## config.mk

```make
export PLATFORM = sky130hd
export DESIGN_NAME = cpu_top
export DESIGN_NICKNAME = d
export VERILOG_FILES = /design/src/logic/cpu_pkg.sv /design/src/logic/cpu_top.sv /design/src/logic/control_unit.sv /design/src/logic/bus_select.sv /design/src/logic/reg_file.sv /design/src/logic/alu.sv
export VERILOG_INCLUDE_DIRS = /design/src /design/src/logic
export SDC_FILE = /design/constraint.sdc
export NUM_CORES = 2
export LEC_CHECK = 0
export ABC_AREA = 1
export BUFFER_PORTS_ARGS = -buffer_cell sky130_fd_sc_hd__buf_2
export CORE_ASPECT_RATIO = 0.7
export CORE_MARGIN = 4
export CORE_UTILIZATION = 30
export CTS_CLUSTER_DIAMETER = 50
export DETAILED_ROUTE_END_ITERATION = 8
export PLACE_DENSITY = 0.47
export SYNTH_ARGS = -nofsm -noshare
export SYNTH_HDL_FRONTEND = slang
export SYNTH_SLANG_ARGS = --single-unit
```

## constraint.sdc

```tcl
create_clock -name clk -period 10.5 [get_ports clk]
set_input_delay 0.525 -clock clk [delete_from_list [all_inputs] [get_ports clk]]
set_output_delay 0.525 -clock clk [all_outputs]
set_load 0.01 [all_outputs]
```

## src/logic/cpu_consts.svh

```systemverilog
// Core constants: datapath widths, register count, step count and opcode codes
`ifndef CPU_CONSTS_SVH
`define CPU_CONSTS_SVH

// Datapath and field widths
`define CPU_DW    32
`define CPU_NREG  16
`define CPU_RW    4
`define CPU_OPW   5
`define CPU_CW    19

// Steps after the instruction register loads: Y, Z, writeback, ack
`define CPU_NSTEP 4

// Opcodes
`define OP_ADD    5'd0
`define OP_SUB    5'd1
`define OP_AND    5'd2
`define OP_OR     5'd3
`define OP_SHL    5'd4
`define OP_SHR    5'd5
`define OP_NEG    5'd6
`define OP_NOT    5'd7
`define OP_MUL    5'd8
`define OP_ADDI   5'd9
`define OP_ANDI   5'd10
`define OP_ORI    5'd11
`define OP_MFHI   5'd12
`define OP_MFLO   5'd13

`endif
```

## src/logic/cpu_pkg.sv

```systemverilog
// Core types: instruction word views, bus source codes and the control word
`include "cpu_consts.svh"

package cpu_pkg;

	// Register format: ra <= rb op rc
	typedef struct packed {
		logic [`CPU_OPW-1:0] opcode;
		logic [`CPU_RW-1:0]  ra;
		logic [`CPU_RW-1:0]  rb;
		logic [`CPU_RW-1:0]  rc;
		logic [14:0]         spare;
	} instr_r_t;

	// Immediate format: ra <= rb op sext(c)
	typedef struct packed {
		logic [`CPU_OPW-1:0] opcode;
		logic [`CPU_RW-1:0]  ra;
		logic [`CPU_RW-1:0]  rb;
		logic [`CPU_CW-1:0]  c;
	} instr_i_t;

	typedef union packed {
		instr_r_t r;
		instr_i_t i;
	} instr_t;

	typedef enum logic [2:0] {
		BUS_REG = 3'd0,
		BUS_HI  = 3'd1,
		BUS_LO  = 3'd2,
		BUS_ZLO = 3'd3,
		BUS_IMM = 3'd4
	} bus_src_e;

	typedef struct packed {
		bus_src_e            bus_src;
		logic [`CPU_RW-1:0]  rd_idx;
		logic [`CPU_OPW-1:0] alu_op;
		logic                y_en;
		logic                z_en;
		logic                gen_we;
		logic [`CPU_RW-1:0]  wr_idx;
		logic                hi_en;
		logic                lo_en;
	} ctrl_t;

endpackage

```

## src/logic/cpu_top.sv

```systemverilog
// Core top level: control unit, register file, bus, ALU and the Y and Z registers
`timescale 1ns/1ps
`include "cpu_consts.svh"

module cpu_top (
	input  logic                clk,
	input  logic                rst_n,
	input  logic                req,
	input  cpu_pkg::instr_t     instr,
	output logic                ack,
	output logic [`CPU_DW-1:0]  result
);

	import cpu_pkg::*;

	ctrl_t                  ctrl;
	logic [`CPU_CW-1:0]     imm;
	logic [`CPU_DW-1:0]     bus;
	logic [`CPU_DW-1:0]     rd_data;
	logic [`CPU_DW-1:0]     hi;
	logic [`CPU_DW-1:0]     lo;
	logic [`CPU_DW-1:0]     y;
	logic [2*`CPU_DW-1:0]   z;
	logic [2*`CPU_DW-1:0]   alu_res;

	control_unit u_ctrl (.clk(clk), .rst_n(rst_n), .req(req), .instr(instr),
		.ack(ack), .ctrl(ctrl), .imm(imm));

	reg_file u_rf (.clk(clk), .rst_n(rst_n), .ctrl(ctrl), .bus(bus), .z(z),
		.rd_data(rd_data), .hi(hi), .lo(lo));

	bus_select u_bus (.ctrl(ctrl), .rd_data(rd_data), .hi(hi), .lo(lo),
		.z_lo(z[`CPU_DW-1:0]), .imm(imm), .bus(bus));

	alu u_alu (.op(ctrl.alu_op), .a(y), .b(bus), .result(alu_res));

	// Y and Z hold operands between steps
	always_ff @(posedge clk) begin
		if (ctrl.y_en) begin
			y <= bus;
		end
		if (ctrl.z_en) begin
			z <= alu_res;
		end
	end

	// Writeback value returned to the host, held through ack
	always_ff @(posedge clk) begin
		if (ctrl.gen_we) begin
			result <= bus;
		end
	end

endmodule

```

## src/logic/control_unit.sv

```systemverilog
// Control unit: host handshake, instruction register and step sequencer driving the datapath
`timescale 1ns/1ps
`include "cpu_consts.svh"

module control_unit (
	input  logic                clk,
	input  logic                rst_n,
	input  logic                req,
	input  cpu_pkg::instr_t     instr,
	output logic                ack,
	output cpu_pkg::ctrl_t      ctrl,
	output logic [`CPU_CW-1:0]  imm
);

	import cpu_pkg::*;

	instr_t                 ir;
	logic [`CPU_NSTEP-1:0]  step;
	logic                   start;
	logic                   is_mf;
	logic                   is_imm;

	// Accept only when idle and the previous ack has dropped
	assign start = req && !ack && (step == '0);

	// One-hot steps: Y load, Z load, writeback, ack
	always_ff @(posedge clk) begin
		if (!rst_n) begin
			step <= '0;
			ack  <= 1'b0;
		end else begin
			if (start) begin
				step <= {{(`CPU_NSTEP-1){1'b0}}, 1'b1};
			end else begin
				step <= step << 1;
			end
			if (step[`CPU_NSTEP-1]) begin
				ack <= 1'b1;
			end else if (!req) begin
				ack <= 1'b0;
			end
		end
	end

	// Instruction register
	always_ff @(posedge clk) begin
		if (start) begin
			ir <= instr;
		end
	end

	assign imm = ir.i.c;

	assign is_mf  = (ir.r.opcode == `OP_MFHI) || (ir.r.opcode == `OP_MFLO);
	assign is_imm = (ir.r.opcode == `OP_ADDI) || (ir.r.opcode == `OP_ANDI) ||
		(ir.r.opcode == `OP_ORI);

	// Control word per step
	always_comb begin
		ctrl         = '0;
		ctrl.bus_src = BUS_REG;
		ctrl.alu_op  = ir.r.opcode;
		ctrl.wr_idx  = ir.r.ra;

		// Y <= rb, skipped for the HI/LO moves
		if (step[0] && !is_mf) begin
			ctrl.rd_idx = ir.r.rb;
			ctrl.y_en   = 1'b1;
		end

		// Z <= Y op (rc or constant)
		if (step[1] && !is_mf) begin
			ctrl.rd_idx = ir.r.rc;
			ctrl.z_en   = 1'b1;
			if (is_imm) begin
				ctrl.bus_src = BUS_IMM;
			end
		end

		if (step[2]) begin
			ctrl.gen_we = 1'b1;
			if (ir.r.opcode == `OP_MFHI) begin
				ctrl.bus_src = BUS_HI;
			end else if (ir.r.opcode == `OP_MFLO) begin
				ctrl.bus_src = BUS_LO;
			end else begin
				ctrl.bus_src = BUS_ZLO;
			end
			// mul also latches both product halves
			if (ir.r.opcode == `OP_MUL) begin
				ctrl.hi_en = 1'b1;
				ctrl.lo_en = 1'b1;
			end
		end
	end

	// Host may not drop req before it has seen ack
	a_ack_req: assert property (@(posedge clk) disable iff (!rst_n)
		$rose(ack) |-> req)
		else $error("control_unit: ack rose while req was low");

	// Y, Z and register writes never overlap
	a_one_we: assert property (@(posedge clk) disable iff (!rst_n)
		$onehot0({ctrl.y_en, ctrl.z_en, ctrl.gen_we}))
		else $error("control_unit: conflicting write enables");

endmodule

```

## src/logic/bus_select.sv

```systemverilog
// Bus multiplexer: picks the source of the shared bus and sign-extends the constant
`timescale 1ns/1ps
`include "cpu_consts.svh"

module bus_select (
	input  cpu_pkg::ctrl_t      ctrl,
	input  logic [`CPU_DW-1:0]  rd_data,
	input  logic [`CPU_DW-1:0]  hi,
	input  logic [`CPU_DW-1:0]  lo,
	input  logic [`CPU_DW-1:0]  z_lo,
	input  logic [`CPU_CW-1:0]  imm,
	output logic [`CPU_DW-1:0]  bus
);

	import cpu_pkg::*;

	logic [`CPU_DW-1:0] imm_ext;

	// Constant is signed, top bit copied upward
	assign imm_ext = {{(`CPU_DW-`CPU_CW){imm[`CPU_CW-1]}}, imm};

	always_comb begin
		unique case (ctrl.bus_src)
			BUS_REG: bus = rd_data;
			BUS_HI:  bus = hi;
			BUS_LO:  bus = lo;
			BUS_ZLO: bus = z_lo;
			BUS_IMM: bus = imm_ext;
			default: bus = '0;
		endcase
	end

	// Control word from the sequencer never carries an undefined source
	always_comb begin
		a_src_valid: assert (ctrl.bus_src inside {BUS_REG, BUS_HI, BUS_LO, BUS_ZLO, BUS_IMM})
			else $error("bus_select: undefined bus source %0d", ctrl.bus_src);
	end

endmodule

```

## src/logic/reg_file.sv

```systemverilog
// Register file: sixteen general registers written from the bus, HI and LO from Z
`timescale 1ns/1ps
`include "cpu_consts.svh"

module reg_file (
	input  logic                  clk,
	input  logic                  rst_n,
	input  cpu_pkg::ctrl_t        ctrl,
	input  logic [`CPU_DW-1:0]    bus,
	input  logic [2*`CPU_DW-1:0]  z,
	output logic [`CPU_DW-1:0]    rd_data,
	output logic [`CPU_DW-1:0]    hi,
	output logic [`CPU_DW-1:0]    lo
);

	logic [`CPU_DW-1:0] regs [`CPU_NREG];

	// General registers
	always_ff @(posedge clk) begin
		if (!rst_n) begin
			for (int i = 0; i < `CPU_NREG; i++) begin
				regs[i] <= '0;
			end
		end else if (ctrl.gen_we) begin
			regs[ctrl.wr_idx] <= bus;
		end
	end

	// HI and LO take the product halves straight from Z
	always_ff @(posedge clk) begin
		if (!rst_n) begin
			hi <= '0;
			lo <= '0;
		end else begin
			if (ctrl.hi_en) begin
				hi <= z[2*`CPU_DW-1:`CPU_DW];
			end
			if (ctrl.lo_en) begin
				lo <= z[`CPU_DW-1:0];
			end
		end
	end

	// Single read port
	assign rd_data = regs[ctrl.rd_idx];

endmodule

```

## src/logic/alu.sv

```systemverilog
// ALU: combines Y and the bus into a 64-bit result for the Z register
`timescale 1ns/1ps
`include "cpu_consts.svh"

module alu (
	input  logic [`CPU_OPW-1:0]   op,
	input  logic [`CPU_DW-1:0]    a,
	input  logic [`CPU_DW-1:0]    b,
	output logic [2*`CPU_DW-1:0]  result
);

	logic [2*`CPU_DW-1:0] product;

	// Both operands signed, so the 64-bit context sign-extends them
	assign product = $signed(a) * $signed(b);

	always_comb begin
		result = '0;
		case (op)
			`OP_ADD, `OP_ADDI: begin
				result[`CPU_DW-1:0] = a + b;
			end
			`OP_SUB: begin
				result[`CPU_DW-1:0] = a - b;
			end
			`OP_AND, `OP_ANDI: begin
				result[`CPU_DW-1:0] = a & b;
			end
			`OP_OR, `OP_ORI: begin
				result[`CPU_DW-1:0] = a | b;
			end
			// Shift amount is the low five bits of the bus
			`OP_SHL: begin
				result[`CPU_DW-1:0] = a << b[4:0];
			end
			`OP_SHR: begin
				result[`CPU_DW-1:0] = a >> b[4:0];
			end
			// Unary ops ignore Y
			`OP_NEG: begin
				result[`CPU_DW-1:0] = -b;
			end
			`OP_NOT: begin
				result[`CPU_DW-1:0] = ~b;
			end
			`OP_MUL: begin
				result = product;
			end
			default: begin
				result = '0;
			end
		endcase
	end

endmodule

```

Word-level counts from Yosys, hierarchy flattened
Memory sizes are Yosys's and may differ from the RTL's.
Index checks and enable logic that the tools add are counted.
{ "totals": {"ff_bits": 229, "ramBits": 512, "in_bits": 35, "elab_cells": 79, "n_memories": 1} }
{ "classes": {"n_addsub": 3, "mul": 1, "n_eq_ne": 18, "n_shift": 2, "n_mux": 23, "n_bitwise": 4, "n_reduce_logical": 17} }
{ "memory_table": {"columns": ["memory", "words", "word_bits", "rd", "rd_clocked_by_memory_dff", "wr", "line_no", "source"], "rows": [
  ["u_rf.regs", 16, 32, 1, 0, 16, "reg_file.sv:16", "logic [`CPU_DW-1:0] regs [`CPU_NREG];"]
]} }
{ "op_table": {"columns": ["cell", "n"], "rows": [
  ["32-bit one-hot mux with 9 select lines", 1],
  ["32-bit one-hot mux with 5 select lines", 1],
  ["32-bit by 32-bit multiplier with 64-bit output", 1],
  ["32-bit adder", 1],
  ["32-bit AND", 1],
  ["32-bit two-way mux", 1],
  ["32-bit negation", 1],
  ["32-bit inverter", 1],
  ["32-bit bitwise OR", 1],
  ["32-bit OR reduction", 1],
  ["32-bit by 5-bit left shift with 32-bit output", 1],
  ["32-bit by 5-bit right shift with 32-bit output", 1],
  ["32-bit subtractor", 1],
  ["5-bit by 4-bit equality test with 1-bit output (second input constant)", 6],
  ["5-bit by 3-bit equality test with 1-bit output (second input constant)", 4],
  ["1-bit two-way mux", 12],
  ["5-bit by 2-bit equality test with 1-bit output (second input constant)", 2],
  ["3-bit two-way mux", 3],
  ["4-bit two-way mux", 2],
  ["2-bit OR reduction", 4],
  ["7-bit two-way mux", 1],
  ["3-bit by 2-bit equality test with 1-bit output (second input constant)", 2],
  ["5-bit by 1-bit equality test with 1-bit output (second input constant)", 1],
  ["5-bit logical NOT", 1],
  ["other kinds (10)", 17]
]} }

Longest topological paths before layout
{ "depth": {"word_depth": 11, "ltp_mapped": 51} }

Modules after synthesis
From an unflattened synthesis, not the netlist that was laid out.
{ "hier_totals": {"hier_cells": 10698, "area_unflattened_um2": 82480.4} }
{ "modules_own_cells": {"columns": ["module", "n_inst", "cells_each", "area_each_um2", "seq_area_each_um2"], "rows": [
  ["alu", 1, 7088, 48714.2, 0.0],
  ["reg_file", 1, 3010, 26820.7, 16656.0],
  ["cpu_top", 1, 128, 3843.7, 3843.7],
  ["control_unit", 1, 130, 1581.5, 1061.0],
  ["bus_select", 1, 342, 1520.2, 0.0]
]} }

Worst setup path before layout
OpenSTA, ideal clock, no wires.
{ "synth_timing": {"path_type": "reg2reg", "from": "register u_ctrl.ir[31] in the netlist's numbering", "to": "register z[61], data pin", "setup_ps": 261, "arrival_time_ps": 9547, "slack_ps": 692, "stages_incl_launch_ff": 40, "period_less_slack_ps": 9808, "path_cell_list": "edfxtp_1 > inv_1 > nand2_1 > nor2_1 > nor2_2 > nand3_1 > o21ai_2 > buf_2 > buf_1 > nand3_1 > nand3_1 > nand2_1 > inv_1 > buf_2 > buf_2 > nor2_1 > fa_1 > inv_1 > (+4 left out) > inv_1 > fa_1 > inv_1 > fa_1 > inv_1 > fa_1 > inv_1 > fa_1 > ha_1 > nand2_1 > nor2_1 > inv_1 > nor2_1 > inv_1 > o311ai_0 > a21oi_1 > o21ai_0 > a21oi_1"} }
{ "synth_via": {"elab_chain_len": 9} }
{ "synth_lines": {"columns": ["element", "line_no", "source"], "rows": [
  ["start: declaration", "control_unit.sv:17", "instr_t ir;"],
  ["start signal: assignment", "control_unit.sv:48", "ir <= instr;"],
  ["5-bit by 4-bit equality test with 1-bit output (no source line)", null, null],
  ["1-bit logical OR, on equally long branches", "control_unit.sv:54, control_unit.sv:55", null],
  ["1-bit logical NOT or 1-bit logical OR (tied branches)", "control_unit.sv:66, control_unit.sv:72, control_unit.sv:55", null],
  ["1-bit logical AND (tied with other cells)", "control_unit.sv:66", "if (step[0] && !is_mf) begin"],
  ["4-bit two-way mux or 7-bit two-way mux (tied branches)", "control_unit.sv:66, control_unit.sv:72", null],
  ["7-bit two-way mux or 3-bit two-way mux (tied branches)", "control_unit.sv:72, control_unit.sv:80", null],
  ["memory 16 x 32 bit (tied with other cells)", null, null],
  ["32-bit one-hot mux with 5 select lines", "bus_select.sv:23", "unique case (ctrl.bus_src)"],
  ["32-bit by 32-bit multiplier with 64-bit output", "alu.sv:15", "assign product = $signed(a) * $signed(b);"],
  ["end signal: assignment", "cpu_top.sv:43", "z <= alu_res;"],
  ["end: declaration", "cpu_top.sv:23", "logic [2*`CPU_DW-1:0] z;"]
]} }
Several ways; a longest one is shown, not always the timed one.
A chain may end at the register's enable or synchronous reset.

Worst setup path after layout
{ "layout_timing": {"from": "register u_ctrl.ir[28] in the netlist's numbering", "to": "register z[18], data pin"} }
{ "layout_via": {"elab_chain_len": 10} }
{ "layout_lines": {"columns": ["element", "line_no", "source"], "rows": [
  ["5-bit by 4-bit equality test with 1-bit output, on equally long branches", null, null],
  ["1-bit logical OR, on equally long branches", "control_unit.sv:54, control_unit.sv:55", null],
  ["1-bit logical NOT or 1-bit logical OR (tied branches)", "control_unit.sv:66, control_unit.sv:72, control_unit.sv:55", null],
  ["1-bit logical AND (tied with other cells)", "control_unit.sv:66", null],
  ["4-bit two-way mux or 7-bit two-way mux (tied branches)", "control_unit.sv:66, control_unit.sv:72", null],
  ["7-bit two-way mux or 3-bit two-way mux (tied branches)", "control_unit.sv:72, control_unit.sv:80", null],
  ["memory 16 x 32 bit (tied with other cells)", null, null],
  ["32-bit one-hot mux with 5 select lines", "bus_select.sv:23", null],
  ["32-bit by 32-bit multiplier with 64-bit output (tied with other cells)", "alu.sv:15", null],
  ["32-bit one-hot mux with 9 select lines *", "alu.sv:19", "case (op)"],
  ["net alu_res[18]", "cpu_top.sv:24", "logic [2*`CPU_DW-1:0] alu_res;"]
]} }
Mark *: on every way through the listed nets, which the timed path passes. The rest lies on a longest branch.

==> impl_metrics.json <==
{
  "synth_top_area_cell": "fa_1",
  "period_needed_ps": 10370,
  "die_x_microns": 606,
  "crit_fanout": 23,
  "vias": 65300,
  "ios": 68,
  "clock_latency_ps": 810,
  "routed.top_layer": "met5",
  "synth_edf_count": 672,
  "rows": 153,
  "viasPerCell": 5.25,
  "fillers": 25900,
  "synthesis.area_sq_um": 75200,
  "cts_max_path_buffers": 3,
  "grt_pass1_wl_microns": 496000,
  "dr.pass1.iters": 9,
  "postLayoutCoreUtil": 0.350,
  "async_reset_ff_frac": 0,
  "arrival_ps": 10870,
  "drive_above_1_share": 0.112,
  "wl_met3_microns": 45800,
  "crit_path_end_kind": "register",
  "maxSlewViolCount": 0,
  "nNetsFinal": 10400,
  "coreArea_sq_um": 249000,
  "fin_hold_ws_ps": 385,
  "numCtsBuffers": 110,
  "setup_viol": 0,
  "rsz0062_at_grt": "false",
  "r2r_setup_slack_ps": 130,
  "finalHoldViolCount": 0,
  "overflow": 0,
  "syn_inst": 8693,
  "gr-usage-all-layers": 0.270,
  "start_util": 0.302,
  "tns_ps": 0,
  "die_area_sq_um": 259000,
  "slowest_stage": "fa_1",
  "worst_pin_slew_ps": 1180,
  "cp-start-kind": "register",
  "ant_nets": 0,
  "ys_ff_latch": 741,
  "root_buffer": "clkbuf_16",
  "max_freq_ghz": 0.0964,
  "tritoncts": "done",
  "clk_pin_slew_ps": 60,
  "cp.required_ps": 11000,
  "place.port_buffers": 67,
  "drt-met1-wl_microns": 165000,
  "place_area_sq_um": 82500,
  "synth.distinct_cells": 60,
  "die_h_microns": 427,
  "grt_max_degree": 80,
  "synth_nets": 10100,
  "final_cell_area_sq_um": 87000,
  "maxCapViolCount": 0,
  "synth.area.top_cells": "fa_1 (29%), edfxtp_1 (27%), nand2_1 (7.5%), inv_1 (6.9%), nor2_1 (6.7%)",
  "hp-class": "primary input to register",
  "setup.worst_path.class": "register to register",
  "detail_route.wl_per_cell_microns": 28.3,
  "hpwl_microns": 269000,
  "drt_iter0_markers": 9024,
  "drc": 0,
  "route.final.wire_length_microns": 351000,
  "skew_ps": 74.5,
  "syn_to_final_growth_pct": 15.8,
  "syn_avg_cell_area_sq_um": 8.65,
  "slew_headroom": 0.210,
  "layout_common_cells": "nand2_1 (1491), inv_1 (1368), nor2_1 (1332)",
  "grt_pass1_vias": 64000,
  "htree_levels": 3,
  "cts_sinks": 741,
  "antenna_found_initial": 33,
  "outcome": "complete, no violations",
  "gp_congestion": 1.05,
  "period_share": 0.988,
  "critPathMaxStageDelay_ps": 600,
  "yosysWarnings": 0,
  "layout_commonest_cell": "nand2_1",
  "yosysSeqAreaShare": 0.287,
  "synthFlopType": "edfxtp_1",
  "synth_top_area_frac": 0.289,
  "wl_met2_microns": 131000
}
-- kinds of logic (layout without fill, tap and decap cells) --
| family | after synthesis | in the layout | share of synthesized area |
|---|---|---|---|
| DFF | 741 | 741 | 0.287 |
| buffers and inverters | 1929 | 2332 | 0.104 |
| adders and majority gates | 1365 | 1365 | 0.335 |
| and+or+nand+nor | 3868 | 3868 | 0.213 |
| AOI/OAI and AO/OA | 760 | 760 | 0.0574 |
| other | 0 | 10 | 0 |
| xor gates and xnor gates | 30 | 30 | 0.00350 |
-- state kept, by name (all words and copies together), names as in the netlist --
register	flops
u_rf.regs	512
z	64
result	32
u_ctrl.ir	32
u_rf.hi	32
u_rf.lo	32
y	32
u_ctrl.step	4
u_ctrl.ack	1
-- metrics by stage --
step,cells,worst slack [ps]
2_1_floorplan,8693,692
3_3_place_gp,12200,-1020
3_5_place_dp,12200,-1000
4_1_cts,12400,-58.2
5_1_grt,12400,4.10
6_report,12400,128
-- layout make-up --
type                    count  area [sq um]  share of cell area
repair buffers            709          5990              0.0688
multi-input cells        6023         46200               0.530
clock buffers             123          2810              0.0323
flip-flops and latches    741         21600               0.248
well taps                3332          4170              0.0479
diodes                     10          25.0            0.000288
inverters                1419          5370              0.0617
clock inverters            81           938              0.0108
-- what timing repair did --
item,in CTS,in global routing
resized for setup,14,73
pin swaps,0,5
setup buffers,0,7
setup endpoints to repair,49,46
endpoints found under the hold margin,33,0
cloned,0,2
hold buffers,33,0
-- Yosys cell counts (7+ instances only) --
library cell and count:
a211oi_1 17, a21o_1 7, a21oi_1 307, a221oi_1 23, a31oi_1 29, buf_1 13, buf_2 196, buf_4 63
buf_6 8, clkbuf_1 230, clkinv_1 13, dfxtp_1 69, edfxtp_1 672, fa_1 1084, ha_1 281, inv_1 1388
inv_2 17, nand2_1 1502, nand2_2 20, nand3_1 887, nand3b_1 8, nand4_1 27, nor2_1 1340, nor3_1 28
o2111ai_1 9, o211ai_1 23, o21a_1 17, o21ai_0 230, o21ai_1 14, o21bai_1 11, o221ai_1 9, o22ai_1 44
or2_2 26, xnor2_1 14, xor2_1 16
-- layer usage --
layer	up-vias	GRT usage
met1	33400	0.421
li1	27900	-
met5	-	0
met3	408	0.0937
met2	3627	0.345
met4	26	0.0651
-- path summary, 6_finish.rpt --
kind | from | endpoint | depth (start not counted)
worst min register to register | u_rf.hi[2] | u_rf.hi[2] | 2
worst max register to register | u_ctrl.ir[28] | z[18] | 42
worst max-delay path | u_ctrl.ir[28] | z[18] | 42
worst min-delay path | rst_n | u_rf.lo[10] | 4
-- critical path: cells and delay by family, from the launching register on --
family	cells	cell delay [ps]
adders and majority gates	9	3930
and+or+nand+nor	16	2150
buffers and inverters	11	1620
AOI/OAI and AO/OA	6	1840
DFF	1	460
Power is left out: the tool's default activity adds up to more than one toggle a clock period on the data nets, which glitch-free logic cannot reach.
